File: config.mk
export PLATFORM = sky130hd
export DESIGN_NAME = saw_synth_top
export DESIGN_NICKNAME = d
export VERILOG_FILES = /design/src/verilog/synth_pkg.sv /design/src/verilog/note_period_rom.sv /design/src/verilog/rom_arbiter.sv /design/src/verilog/saw_voice.sv /design/src/verilog/saw_synth_top.sv
export VERILOG_INCLUDE_DIRS = /design/src /design/src/include
export SDC_FILE = /design/constraint.sdc
export NUM_CORES = 1
export LEC_CHECK = 0
export ABC_AREA = 0
export BUFFER_PORTS_ARGS = -buffer_cell sky130_fd_sc_hd__buf_4
export CORE_ASPECT_RATIO = 1.25
export CORE_UTILIZATION = 40
export DETAILED_ROUTE_END_ITERATION = 8
export PLACE_DENSITY_LB_ADDON = 0.15
export SLEW_MARGIN = 20
export SYNTH_ARGS = -nofsm -noshare
export SYNTH_HDL_FRONTEND = slang
export SYNTH_HIERARCHICAL = 1
export SYNTH_SLANG_ARGS = --single-unit
export TNS_END_PERCENT = 100
File: constraint.sdc
create_clock -name clk -period 4.1 [get_ports clk]
set_input_delay 0.41 -clock clk [delete_from_list [all_inputs] [get_ports clk]]
set_output_delay 0.41 -clock clk [all_outputs]
set_load 0.01 [all_outputs]
File: src/include/synth_settings.svh
`ifndef SYNTH_SETTINGS_SVH
`define SYNTH_SETTINGS_SVH

// note number and period widths
`define SYNTH_NOTE_W     7
`define SYNTH_PERIOD_W   16

// voice count, fixed by the two-way arbiter
`define SYNTH_NUM_VOICES 2

// ROM output after reset, the A4 period
`define SYNTH_ROM_RESET  1804

`endif

File: src/verilog/synth_pkg.sv
`include "synth_settings.svh"

package synth_pkg;

   typedef logic [`SYNTH_NOTE_W-1:0]   note_t;
   // period in clock cycles, 0 is silent
   typedef logic [`SYNTH_PERIOD_W-1:0] period_t;
   typedef logic [`SYNTH_PERIOD_W-1:0] sample_t;
   typedef logic [`SYNTH_PERIOD_W:0]   mix_t;

   // note_off has priority over note_on
   typedef struct packed {
      logic  note_on;
      logic  note_off;
      note_t note;
   } voice_cmd_t;

   typedef enum logic [1:0] {
      VOICE_IDLE,
      VOICE_FETCH,
      VOICE_WAIT,
      VOICE_RUN
   } voice_state_e;

   typedef struct packed {
      logic  req;
      note_t note;
   } rom_req_t;

endpackage

File: src/verilog/note_period_rom.sv
`include "synth_settings.svh"

module note_period_rom import synth_pkg::*; (
   input  logic    clk,
   input  logic    rstn,
   input  logic    en,
   input  note_t   addr,
   output period_t data_out
);

   period_t table_val;

   // ~~~~~~~~~~~~~~~~~~~~~~~~~~~~~~~~~~~~~~~~~~~~~~~~~~
   // note to period table, notes outside 12..119 are silent
   // ~~~~~~~~~~~~~~~~~~~~~~~~~~~~~~~~~~~~~~~~~~~~~~~~~~
   always_comb
   begin
      case (addr)
         7'd12:   table_val = 16'd48537;
         7'd13:   table_val = 16'd45812;
         7'd14:   table_val = 16'd43241;
         7'd15:   table_val = 16'd40814;
         7'd16:   table_val = 16'd38524;
         7'd17:   table_val = 16'd36361;
         7'd18:   table_val = 16'd34321;
         7'd19:   table_val = 16'd32394;
         7'd20:   table_val = 16'd30576;
         7'd21:   table_val = 16'd28860;
         7'd22:   table_val = 16'd27240;
         7'd23:   table_val = 16'd25711;
         7'd24:   table_val = 16'd24268;
         7'd25:   table_val = 16'd22906;
         7'd26:   table_val = 16'd21621;
         7'd27:   table_val = 16'd20407;
         7'd28:   table_val = 16'd19262;
         7'd29:   table_val = 16'd18181;
         7'd30:   table_val = 16'd17160;
         7'd31:   table_val = 16'd16197;
         7'd32:   table_val = 16'd15288;
         7'd33:   table_val = 16'd14430;
         7'd34:   table_val = 16'd13620;
         7'd35:   table_val = 16'd12856;
         7'd36:   table_val = 16'd12134;
         7'd37:   table_val = 16'd11453;
         7'd38:   table_val = 16'd10810;
         7'd39:   table_val = 16'd10204;
         7'd40:   table_val = 16'd9631;
         7'd41:   table_val = 16'd9090;
         7'd42:   table_val = 16'd8580;
         7'd43:   table_val = 16'd8099;
         7'd44:   table_val = 16'd7644;
         7'd45:   table_val = 16'd7215;
         7'd46:   table_val = 16'd6810;
         7'd47:   table_val = 16'd6428;
         7'd48:   table_val = 16'd6067;
         7'd49:   table_val = 16'd5727;
         7'd50:   table_val = 16'd5405;
         7'd51:   table_val = 16'd5102;
         7'd52:   table_val = 16'd4815;
         7'd53:   table_val = 16'd4545;
         7'd54:   table_val = 16'd4290;
         7'd55:   table_val = 16'd4049;
         7'd56:   table_val = 16'd3822;
         7'd57:   table_val = 16'd3608;
         7'd58:   table_val = 16'd3405;
         7'd59:   table_val = 16'd3214;
         7'd60:   table_val = 16'd3034;
         7'd61:   table_val = 16'd2863;
         7'd62:   table_val = 16'd2703;
         7'd63:   table_val = 16'd2551;
         7'd64:   table_val = 16'd2408;
         7'd65:   table_val = 16'd2273;
         7'd66:   table_val = 16'd2145;
         7'd67:   table_val = 16'd2025;
         7'd68:   table_val = 16'd1911;
         // A4
         7'd69:   table_val = 16'd1804;
         7'd70:   table_val = 16'd1703;
         7'd71:   table_val = 16'd1607;
         7'd72:   table_val = 16'd1517;
         7'd73:   table_val = 16'd1432;
         7'd74:   table_val = 16'd1351;
         7'd75:   table_val = 16'd1275;
         7'd76:   table_val = 16'd1204;
         7'd77:   table_val = 16'd1136;
         7'd78:   table_val = 16'd1073;
         7'd79:   table_val = 16'd1012;
         7'd80:   table_val = 16'd956;
         7'd81:   table_val = 16'd902;
         7'd82:   table_val = 16'd851;
         7'd83:   table_val = 16'd803;
         7'd84:   table_val = 16'd758;
         7'd85:   table_val = 16'd716;
         7'd86:   table_val = 16'd676;
         7'd87:   table_val = 16'd638;
         7'd88:   table_val = 16'd602;
         7'd89:   table_val = 16'd568;
         7'd90:   table_val = 16'd536;
         7'd91:   table_val = 16'd506;
         7'd92:   table_val = 16'd478;
         7'd93:   table_val = 16'd451;
         7'd94:   table_val = 16'd426;
         7'd95:   table_val = 16'd402;
         7'd96:   table_val = 16'd379;
         7'd97:   table_val = 16'd358;
         7'd98:   table_val = 16'd338;
         7'd99:   table_val = 16'd319;
         7'd100:  table_val = 16'd301;
         7'd101:  table_val = 16'd284;
         7'd102:  table_val = 16'd268;
         7'd103:  table_val = 16'd253;
         7'd104:  table_val = 16'd239;
         7'd105:  table_val = 16'd225;
         7'd106:  table_val = 16'd213;
         7'd107:  table_val = 16'd201;
         7'd108:  table_val = 16'd190;
         7'd109:  table_val = 16'd179;
         7'd110:  table_val = 16'd169;
         7'd111:  table_val = 16'd159;
         7'd112:  table_val = 16'd150;
         7'd113:  table_val = 16'd142;
         7'd114:  table_val = 16'd134;
         7'd115:  table_val = 16'd127;
         7'd116:  table_val = 16'd119;
         7'd117:  table_val = 16'd113;
         7'd118:  table_val = 16'd106;
         7'd119:  table_val = 16'd100;
         default: table_val = 16'd0;
      endcase
   end

   // registered read, output holds between enables
   always_ff @(posedge clk or negedge rstn)
   begin
      if (!rstn)
      begin
         data_out <= period_t'(`SYNTH_ROM_RESET);
      end
      else if (en)
      begin
         data_out <= table_val;
      end
   end

endmodule

File: src/verilog/rom_arbiter.sv
`include "synth_settings.svh"

module rom_arbiter import synth_pkg::*; (
   input  logic                         clk,
   input  logic                         rstn,
   input  rom_req_t                     voice_req [`SYNTH_NUM_VOICES],
   output logic [`SYNTH_NUM_VOICES-1:0] grant,
   output logic [`SYNTH_NUM_VOICES-1:0] rsp_valid,
   output logic                         rom_en,
   output note_t                        rom_addr
);

   // index of the voice served last
   logic last;

   // ~~~~~~~~~~~~~~~~~~~~~~~~~~~~~~~~~~~~~~~~~~~~~~~~~~
   // round-robin grant
   // ~~~~~~~~~~~~~~~~~~~~~~~~~~~~~~~~~~~~~~~~~~~~~~~~~~
   always_comb
   begin
      grant = '0;
      if (voice_req[0].req && voice_req[1].req)
      begin
         // collision, the voice not served last wins
         grant = last ? 2'b01 : 2'b10;
      end
      else if (voice_req[0].req)
      begin
         grant = 2'b01;
      end
      else if (voice_req[1].req)
      begin
         grant = 2'b10;
      end
   end

   assign rom_en   = |grant;
   assign rom_addr = grant[1] ? voice_req[1].note : voice_req[0].note;

   // response follows the registered ROM read by one cycle
   always_ff @(posedge clk or negedge rstn)
   begin
      if (!rstn)
      begin
         last      <= 1'b1;
         rsp_valid <= '0;
      end
      else
      begin
         rsp_valid <= grant;
         if (rom_en)
            last <= grant[1];
      end
   end

endmodule

File: src/verilog/saw_voice.sv
module saw_voice import synth_pkg::*; (
   input  logic       clk,
   input  logic       rstn,
   input  voice_cmd_t cmd,
   output rom_req_t   rom_req,
   input  logic       grant,
   input  logic       rsp_valid,
   input  period_t    rom_data,
   output sample_t    sample,
   output logic       busy
);

   voice_state_e state;
   voice_state_e state_nxt;
   note_t        note_q;
   period_t      period_q;

   // ~~~~~~~~~~~~~~~~~~~~~~~~~~~~~~~~~~~~~~~~~~~~~~~~~~
   // command and fetch FSM
   // ~~~~~~~~~~~~~~~~~~~~~~~~~~~~~~~~~~~~~~~~~~~~~~~~~~
   always_comb
   begin
      state_nxt = state;
      if (cmd.note_off)
         state_nxt = VOICE_IDLE;
      else if (cmd.note_on)
         state_nxt = VOICE_FETCH;
      else
      begin
         case (state)
            VOICE_FETCH: if (grant) state_nxt = VOICE_WAIT;
            VOICE_WAIT:
               if (rsp_valid)
                  state_nxt = (rom_data == '0) ? VOICE_IDLE : VOICE_RUN;
            default:     state_nxt = state;
         endcase
      end
   end

   always_ff @(posedge clk or negedge rstn)
   begin
      if (!rstn)
      begin
         state  <= VOICE_IDLE;
         sample <= '0;
      end
      else
      begin
         state <= state_nxt;
         // phase counter only advances while running, wraps at period-1
         if (state == VOICE_RUN && state_nxt == VOICE_RUN)
            sample <= (sample == period_q - 1'b1) ? '0 : sample + 1'b1;
         else
            sample <= '0;
      end
   end

   // latched note and fetched period
   always_ff @(posedge clk)
   begin
      if (cmd.note_on && !cmd.note_off)
         note_q <= cmd.note;
      if (state == VOICE_WAIT && rsp_valid)
         period_q <= rom_data;
   end

   assign rom_req.req  = (state == VOICE_FETCH);
   assign rom_req.note = note_q;
   assign busy         = (state == VOICE_FETCH) || (state == VOICE_WAIT);

endmodule

File: src/verilog/saw_synth_top.sv
`include "synth_settings.svh"

module saw_synth_top import synth_pkg::*; (
   input  logic                         clk,
   input  logic                         rstn,
   input  voice_cmd_t                   cmd    [`SYNTH_NUM_VOICES],
   output sample_t                      sample [`SYNTH_NUM_VOICES],
   output logic [`SYNTH_NUM_VOICES-1:0] busy,
   output mix_t                         mix
);

   // shared ROM bus
   rom_req_t                     voice_req [`SYNTH_NUM_VOICES];
   logic [`SYNTH_NUM_VOICES-1:0] grant;
   logic [`SYNTH_NUM_VOICES-1:0] rsp_valid;
   logic                         rom_en;
   note_t                        rom_addr;
   period_t                      rom_data;

   note_period_rom u_rom (
      .clk      (clk),
      .rstn     (rstn),
      .en       (rom_en),
      .addr     (rom_addr),
      .data_out (rom_data)
   );

   rom_arbiter u_arb (
      .clk       (clk),
      .rstn      (rstn),
      .voice_req (voice_req),
      .grant     (grant),
      .rsp_valid (rsp_valid),
      .rom_en    (rom_en),
      .rom_addr  (rom_addr)
   );

   saw_voice u_voice0 (
      .clk       (clk),
      .rstn      (rstn),
      .cmd       (cmd[0]),
      .rom_req   (voice_req[0]),
      .grant     (grant[0]),
      .rsp_valid (rsp_valid[0]),
      .rom_data  (rom_data),
      .sample    (sample[0]),
      .busy      (busy[0])
   );

   saw_voice u_voice1 (
      .clk       (clk),
      .rstn      (rstn),
      .cmd       (cmd[1]),
      .rom_req   (voice_req[1]),
      .grant     (grant[1]),
      .rsp_valid (rsp_valid[1]),
      .rom_data  (rom_data),
      .sample    (sample[1]),
      .busy      (busy[1])
   );

   // ~~~~~~~~~~~~~~~~~~~~~~~~~~~~~~~~~~~~~~~~~~~~~~~~~~
   // mix, one cycle behind the samples
   // ~~~~~~~~~~~~~~~~~~~~~~~~~~~~~~~~~~~~~~~~~~~~~~~~~~
   always_ff @(posedge clk or negedge rstn)
   begin
      if (!rstn)
         mix <= '0;
      else
         mix <= mix_t'(sample[0]) + mix_t'(sample[1]);
   end

endmodule

* Yosys cells after proc, flatten, opt, wreduce, memory -nomap -nowiden
Memory sizes are Yosys's and may differ from the RTL's. A register that Yosys moved wholly into a read port is not among the register bits.
Cells that the tools add are included.
** Storage, ports and cells
- Bits in registers :: 102
- Bits in read-only memories :: 2048
- Output and inout port bits :: 51
- Memories :: 1
** Memory list
- (name not given) :: words 128, bits a word 16, read ports 1, clocked after memory_dff 1, wr ports 0, RTL line note_period_rom.sv:18 : case (addr)
** Operators by class
- $add $sub $neg :: 5
- Equal/unequal tests :: 10
- Mux-type cells :: 20
- Reductions and logical operators :: 14
** Operators by type and width (number)
- 16-bit two-way mux :: 4
- 16-bit by 1-bit adder with 16-bit output (second input constant) :: 2
- 16-bit equality test :: 2
- 16-bit by 1-bit subtractor with 16-bit output (second input constant) :: 2
- 2-bit two-way mux :: 13
- 16-bit by 16-bit adder with 17-bit output :: 1
- 16-bit zero test :: 1
- 2-bit equality test (second input constant) :: 6
- 2-bit one-hot mux with 2 select lines :: 2
- 1-bit logical AND :: 7
- 7-bit two-way mux :: 1
- 2-bit by 1-bit equality test with 1-bit output (second input constant) :: 2
- 1-bit zero test :: 3
- 1-bit logical OR :: 2
- 2-bit OR reduction :: 1

* Logic depth before layout (Yosys ltp)
Gate-level depths: netlist of the first run.
- Depth in word-level cells :: 11
- Depth in mapped cells :: 13
- Gate-level depth less buffers :: 11

* Modules after synthesis
The synthesis of the first run kept the hierarchy.
** Modules (own cells, without submodules)
- note_period_rom :: times used 1, cells an instance 370, area an instance 2632.5 um^2, sequential area each 406.6 um^2
- saw_voice (u_voice1) :: times used 1, cells an instance 200, area an instance 2342.2 um^2, sequential area each 1141.1 um^2
- saw_voice (u_voice0) :: times used 1, cells an instance 199, area an instance 2198.4 um^2, sequential area each 1141.1 um^2
- saw_synth_top :: times used 1, cells an instance 118, area an instance 1151.1 um^2, sequential area each 425.4 um^2
- rom_arbiter :: times used 1, cells an instance 16, area an instance 200.2 um^2, sequential area each 76.3 um^2

* Worst setup path after synthesis of the first run
No wires, ideal clock.
- Path kind :: register -> register
- Start point :: register u_voice1.state[1]
- End point :: register u_rom.data_out[6]
- Setup time :: 126 ps
- Arrival time :: 3110 ps
- Path slack :: 864 ps
- Cell stages (with the launch flop) :: 13
- Path buffers :: 2
- Period minus slack after synthesis :: 3236 ps
- Path through :: dfrtp_1 > inv_1 > ha_1 > a21boi_4 > mux2_2 > buf_2 > inv_1 > ha_1 > clkbuf_1 > a21boi_0 > o221a_2 > o311a_1 > o32a_1
** RTL lines
- start, declared :: RTL line saw_voice.sv:13 : voice_state_e state;
- start signal, assigned :: RTL line saw_voice.sv:49 : state <= state_nxt;
- end, declared :: RTL line note_period_rom.sv:8 : output period_t data_out

==> results.md, run 1 <==
- GRT Util Overall: 23.4%
- Setup slack at placement: 0.425 ns
- Fin crit period: 3.77 ns
- Starting density of the core: 40.8%
- Final nets: 1,005
- CP endpoint kind: register
- Yosys reg bits: 118
- PwrDens: 370 nW/um^2
- Final worst setup slack: 0.327 ns
- Post-DP HPWL: 17,900 um
- CTS Sinks: 118
- YS warnings: 6
- Register area share after synthesis: 37.4%
- Port buffer count: 70
- Post-DP Area: 9200 um^2
- Residual DRC: 0
- Routed len/inst: 20.1 um
- Die Height: 165 um
- Largest net degree at the start of global routing: 73
- Core outline area: 20,900 um^2
- Startpoint types: register
- PostCTS Resize Cnt: 0
- Row Count: 59
- Syn Inst Count: 903
- CTS root buf: clkbuf_16
- Die Width: 133 um
- Grt total ovfl: 0
- Final ANT Viol Nets: 0
- Final slew viol count: 0
- Vias per Instance: 5.92
- Cell variety after synth: 99
- First-pass GRT wire length: 39,300 um
- Hold slack: 0.150 ns
- GP Congestion: 0.969
- Post-synth EDFFs: 46
- Worst EP required: 4.39 ns
- Worst setup path startpoint: u_voice1/state[0]
- Post-route cell area: 9810 um^2
- Via count: 7,318
- CP Class: reg -> reg
- Avg Cell Area, Syn: 9.44 um^2
- Die area: 21,900 um^2
- Share of layout cells above drive strength 1: 19.4%
- Worst-Margin Slew: 0.941 ns
- Crit-path max FO: 14
- Initial DRC count: 552
- Initial antenna violation count: 0
- Number of diodes: 0
- Max VDD drop: 0.301 mV
- Number of global-route vias before repair: 7,050
- Async set-reset flop share out of synthesis: 61.0%
- Final wirelength: 24,800 um
- Max Clock Skew: 0.00763 ns
- Worst-Skew Late Latency: 0.41 ns
- Cell area after synthesis: 8520 um^2
- Initial DRT Pass Iterations: 5
- Hold crit path type: in -> async
- CTS Buffer Depth: 2
- Hold Vio Cnt, Final: 0
- Worst slew margin: 37.3%
- CTS tree: done
- # hold bufs at CTS: 0
- Syn Nets: 958
- RSZ-0062 raised after global routing: no
- Clk slew on worst S/H paths: 0.06 ns
- Setup violations, final: 0
- Main synth FF type: dfrtp_1
- WP data arrival: 4.06 ns
- Area Overhead vs Synth: 15.0%
- RR Startpoint: u_voice1/state[0]
- Max cap viols: 0
- Leak: 0.00393 uW
- Inserted Clock Buffers: 17
- I/O pin cnt: 71
- TNS Setup: 0 ns
- Status: finished clean
- Fmax: 265 MHz
- Ratio of final minimum period to clock period: 92.0%
- Post-CTS Setup Inserts: 0
- H-tree depth: 4
[cells in the final DEF (no fill, tap or decap), types with 18 or more instances in the layout]
| cell | n |
|---|---|
| a21oi_1 | 50 |
| buf_4 | 83 |
| clkbuf_16 | 18 |
| dfrtp_1 | 66 |
| edfxtp_1 | 46 |
| ha_1 | 34 |
| inv_1 | 34 |
| nand2_1 | 41 |
| nand2b_1 | 19 |
| nand3_1 | 33 |
| nand4_1 | 18 |
| nor2_1 | 71 |
| nor2b_1 | 19 |
| nor3_1 | 19 |
| nor4_1 | 19 |
| o21ai_0 | 44 |
| xnor2_1 | 36 |
| xor2_1 | 45 |
[synth_stat cells (all sizes together) (6+ instances only)]
master,number,area [um^2]
o31ai,7,52.6
xor2,45,394
a31oi,13,87.6
clkbuf,23,88.8
buf,33,223
o211ai,13,97.6
o32a,6,60.1
a21oi,51,259
nor2b,20,128
mux2,11,124
inv,36,138
nor4b,7,73.8
dfrtp,66,1650
or2,7,43.8
and2,6,37.5
o221ai,7,61.3
o21ai,49,253
nand2b,20,133
nand4,19,125
edfxtp,46,1380
xnor2,36,315
mux2i,11,110
o22ai,16,106
nor3,21,121
and3,11,70.1
o311ai,6,60.1
nand3,34,175
dfstp,6,158
ha,34,425
nor2,82,335
nor4,31,278
nand2,43,166
a211oi,8,65.1
[kinds of logic after synthesis]
kind of cell             synth area share, %
buffers and inverters                   5.27
multiplexers                            3.05
AND/OR/NAND/NOR                         21.6
adder cells (fa/ha/maj)                 5.23
AO/OA/AOI/OAI                           19.1
XOR/XNOR                                8.32
flip-flops                              37.4
[sequential cells by signal, indices dropped and copies added (netlist names)]
register and flops:
u_voice1/sample 16, u_voice0/note_q 7, u_rom/data_out 16, u_arb/last 1, u_voice0/sample 16, u_arb/rsp_valid 2
u_voice1/period_q 16, u_voice1/state 2, u_voice1/note_q 7, u_voice0/state 2, u_voice0/period_q 16, mix 17
[through the flow]
| stage | utilization, % | power, uW | instances |
|---|---|---|---|
| finish | 46.9 | 3630 | 1237 |
| detailed placement | 44.1 | 2140 | 1205 |
| global placement | 44.1 | 2140 | 1205 |
| floorplan | - | 1910 | 903 |
| global route | 46.9 | 3790 | 1237 |
| CTS | 46.9 | 3660 | 1237 |
[final timing paths]
check	end	slack (ns)	depth (start not counted)
setup reg to reg	u_rom/data_out[6]	0.33	10
min in group clk	u_voice1/note_q[3]	0.17	1
hold / removal	u_voice1/sample[9]	0.15	1
max in group asynchronous	u_rom/data_out[5]	3.34	1
setup / recovery	u_rom/data_out[6]	0.33	10
hold reg to reg	u_rom/data_out[2]	0.54	2
[critical path, cell delays in order, from the launching register on]
cell      delay, ns
dfrtp_1        0.44
ha_1           0.28
a21boi_4       0.37
mux2_2         0.44
inv_1          0.20
ha_1           0.63
nand2b_1       0.17
a21boi_0       0.15
o221a_2        0.28
o311a_1        0.33
o32a_1         0.34
[power breakdown]
| part | internal, uW | switching, uW | leakage [uW] |
|---|---|---|---|
| Combinational | 255 | 449 | 0.00225 |
| Clock | 962 | 536 | 0.000295 |
| Sequential | 1330 | 101 | 0.00138 |
[layer usage]
layer	vias up	track usage, %	routed length [um]
met5	-	0	0
met2	312	41.6	12400
met4	0	14.0	1180
li1	3492	-	-
met3	74	4.03	1330
met1	3440	26.5	9880
[area by class of cell]
| class | count | area (um^2) |
|---|---|---|
| Inverter | 36 | 138 |
| Timing Repair Buffer | 84 | 643 |
| Clock inverter | 11 | 120 |
| Multi-Input combinational cell | 693 | 4890 |
| Clock buffer | 21 | 482 |
| Sequential cell | 118 | 3190 |
| Fill cell | 2029 | 11100 |
| Tap cell | 274 | 343 |
No activity file was read; power rests on OpenSTA's default activity.
==> inputs of run 2 (changes only) <==
- CTS_BUF_LIST: unset -> sky130_fd_sc_hd__clkbuf_16
==> run 2 against run 1 <==
  * Clock skew about the same
  * Clock power decreased by 3%
  * Critical path depth unchanged
  * Sequential power about the same
  * Critical path type unchanged
==> results.md, run 2 (same netlist as run 1, synthesis figures left out) <==
- Setup violations, final: 0 (unchanged)
- Max FFs per register: 17 (unchanged)
- Worst EP required: 4.39 ns (about the same)
- Starting density of the core: 40.8% (unchanged)
- Via count: 7,299 (-0.26%)
- Residual DRC: 0 (unchanged)
- GP Congestion: 0.969 (unchanged)
- CTS root buf: clkbuf_16
- Vias per Instance: 5.90 (-0.26%)
- Max VDD drop: 0.301 mV (-0.23%)
- Die Width: 133 um (unchanged)
- PostCTS Resize Cnt: 0 (unchanged)
- Slowest stage delay, CP: 0.63 ns (about the same)
- Setup slack at placement: 0.425 ns (unchanged)
- Top reg by flops: mix
- Startpoint types: register
- Inserted Clock Buffers: 17 (unchanged)
- Die area: 21,900 um^2 (unchanged)
- Final slew viol count: 0 (unchanged)
- H-tree depth: 4 (unchanged)
- Clk slew on worst S/H paths: 0.06 ns (about the same)
- Number of global-route vias before repair: 7,072 (+0.31%)
- Final ANT Viol Nets: 0 (unchanged)
- Max Clock Skew: 0.00759 ns (-0.0000403 ns)
- Leading cell types in the layout, fill and taps excluded: 83 x buf_4, 71 x nor2_1, 66 x dfrtp_1, 50 x a21oi_1, 46 x edfxtp_1
- Slowest-stage cell, CP: ha_1
- Max cap viols: 0 (unchanged)
- CP endpoint kind: register
- CP Class: reg -> reg
- Hold crit path type: in -> async
- R2r worst-path depth: 10 (unchanged)
- Final nets: 1,005 (unchanged)
- Post-CTS Setup Inserts: 0 (unchanged)
- Fin crit period: 3.79 ns (+0.0215 ns)
- Initial DRC count: 553 (+0.18%)
- Number of diodes: 0 (unchanged)
- Final worst setup slack: 0.306 ns (-0.0215 ns)
- Fmax: 264 MHz (-0.57%)
- Initial antenna violation count: 0 (unchanged)
- CTS Sinks: 118 (unchanged)
- Final wirelength: 24,800 um (about the same)
- WP data arrival: 4.08 ns (+0.02 ns)
- PwrDens: 367 nW/um^2 (-0.94%)
- CTS tree: done
- Port buffer count: 70 (unchanged)
- RSZ-0062 raised after global routing: no
- Worst slew margin: 37.0% (-0.27 points)
- Die Height: 165 um (unchanged)
- Share of layout cells above drive strength 1: 19.3% (-0.10 points)
- Ratio of final minimum period to clock period: 92.5% (+0.52 points)
- I/O pin cnt: 71 (unchanged)
- # hold bufs at CTS: 0 (unchanged)
- Critical path, cell by cell: ha_1 > a21boi_4 > mux2_2 > inv_1 > ha_1 > nand2b_1 > a21boi_0 > o221a_2 > o311a_1 > o32a_1
- CTS Buffer Depth: 2 (unchanged)
- Status: finished clean
- Routed len/inst: 20.1 um (about the same)
- Core outline area: 20,900 um^2 (unchanged)
- Leak: 0.00393 uW (-0.11%)
- Hold Vio Cnt, Final: 0 (unchanged)
- Crit-path max FO: 14 (unchanged)
- Grt total ovfl: 0 (unchanged)
- Crit-path most repeated cell: ha_1
- Largest net degree at the start of global routing: 73 (unchanged)
- First-pass GRT wire length: 39,300 um (+0.14%)
- Worst-Margin Slew: 0.945 ns (+0.00405 ns)
- TNS Setup: 0 ns (unchanged)
- Most common cell after layout, fill and taps aside: buf_4
- Worst setup path startpoint: u_voice1/state[0]
- Post-DP HPWL: 17,900 um (unchanged)
- Worst-Skew Late Latency: 0.41 ns (about the same)
- Row Count: 59 (unchanged)
- Area Overhead vs Synth: 14.8%
- Initial DRT Pass Iterations: 5 (unchanged)
- GRT Util Overall: 23.4% (about the same)
- RR Startpoint: u_voice1/state[0]
## run 2: changes by cell type in the layout (fill, tap and decap cells not counted), sizes merged
cell,before,now
clkinv,5,6
clkbuf,21,18
inv,38,40
## run 2: area by class of cell
| class | count | area [um^2] |
|---|---|---|
| clock buffer | 18 | 450 |
| clock inverter | 14 | 131 |
| fill | 2031 | 11100 |
| inverter | 36 | 138 |
| multi-input combinational | 693 | 4890 |
| sequential | 118 | 3190 |
| tap | 274 | 343 |
| timing repair buffer | 84 | 643 |
## run 2: where the power goes
group	internal [uW]	switching [uW]	total, uW
Combinational	255	450	704
Clock	922	537	1460
Sequential	1330	99.2	1430
## run 2: path summary, 6_finish.rpt
check	end	slack, ns
min in group clk	u_voice1/note_q[3]	0.17
worst min register to register	u_rom/data_out[2]	0.53
max in group asynchronous	u_rom/data_out[5]	3.34
worst max register to register	u_rom/data_out[6]	0.31
worst min-delay path	u_voice1/sample[9]	0.15
worst max-delay path	u_rom/data_out[6]	0.31
## run 2: layer usage
layer / track usage (%) / vias to the layer above / wire length, um
met5: 0 / - / 0
met4: 13.9 / 0 / 1180
met3: 4.03 / 73 / 1260
met2: 41.6 / 305 / 12500
met1: 26.5 / 3437 / 9920
li1: - / 3484 / -
## run 2: critical path: cells and delay by family, from the launching register on
family	cells	cell delay, ns
buffers and inverters	1	0.21
adder cells (fa/ha/maj)	2	0.91
AND/OR/NAND/NOR	1	0.17
flip-flops	1	0.44
multiplexers	1	0.44
AO/OA/AOI/OAI	5	1.48
## run 2: through the flow
stage / area, um^2 / power (uW) / hold WS [ns] / utilization, % / std cells
6_report: 9790 / 3590 / 0.152 / 46.8 / 1237
4_1_cts: 9790 / 3620 / 0.152 / 46.8 / 1237
2_1_floorplan: 8520 / 1910 / 0.114 / - / 903
3_5_place_dp: 9200 / 2140 / 0.527 / 44.1 / 1205
5_1_grt: 9790 / 3760 / 0.144 / 46.8 / 1237
3_3_place_gp: 9200 / 2140 / 0.514 / 44.1 / 1205
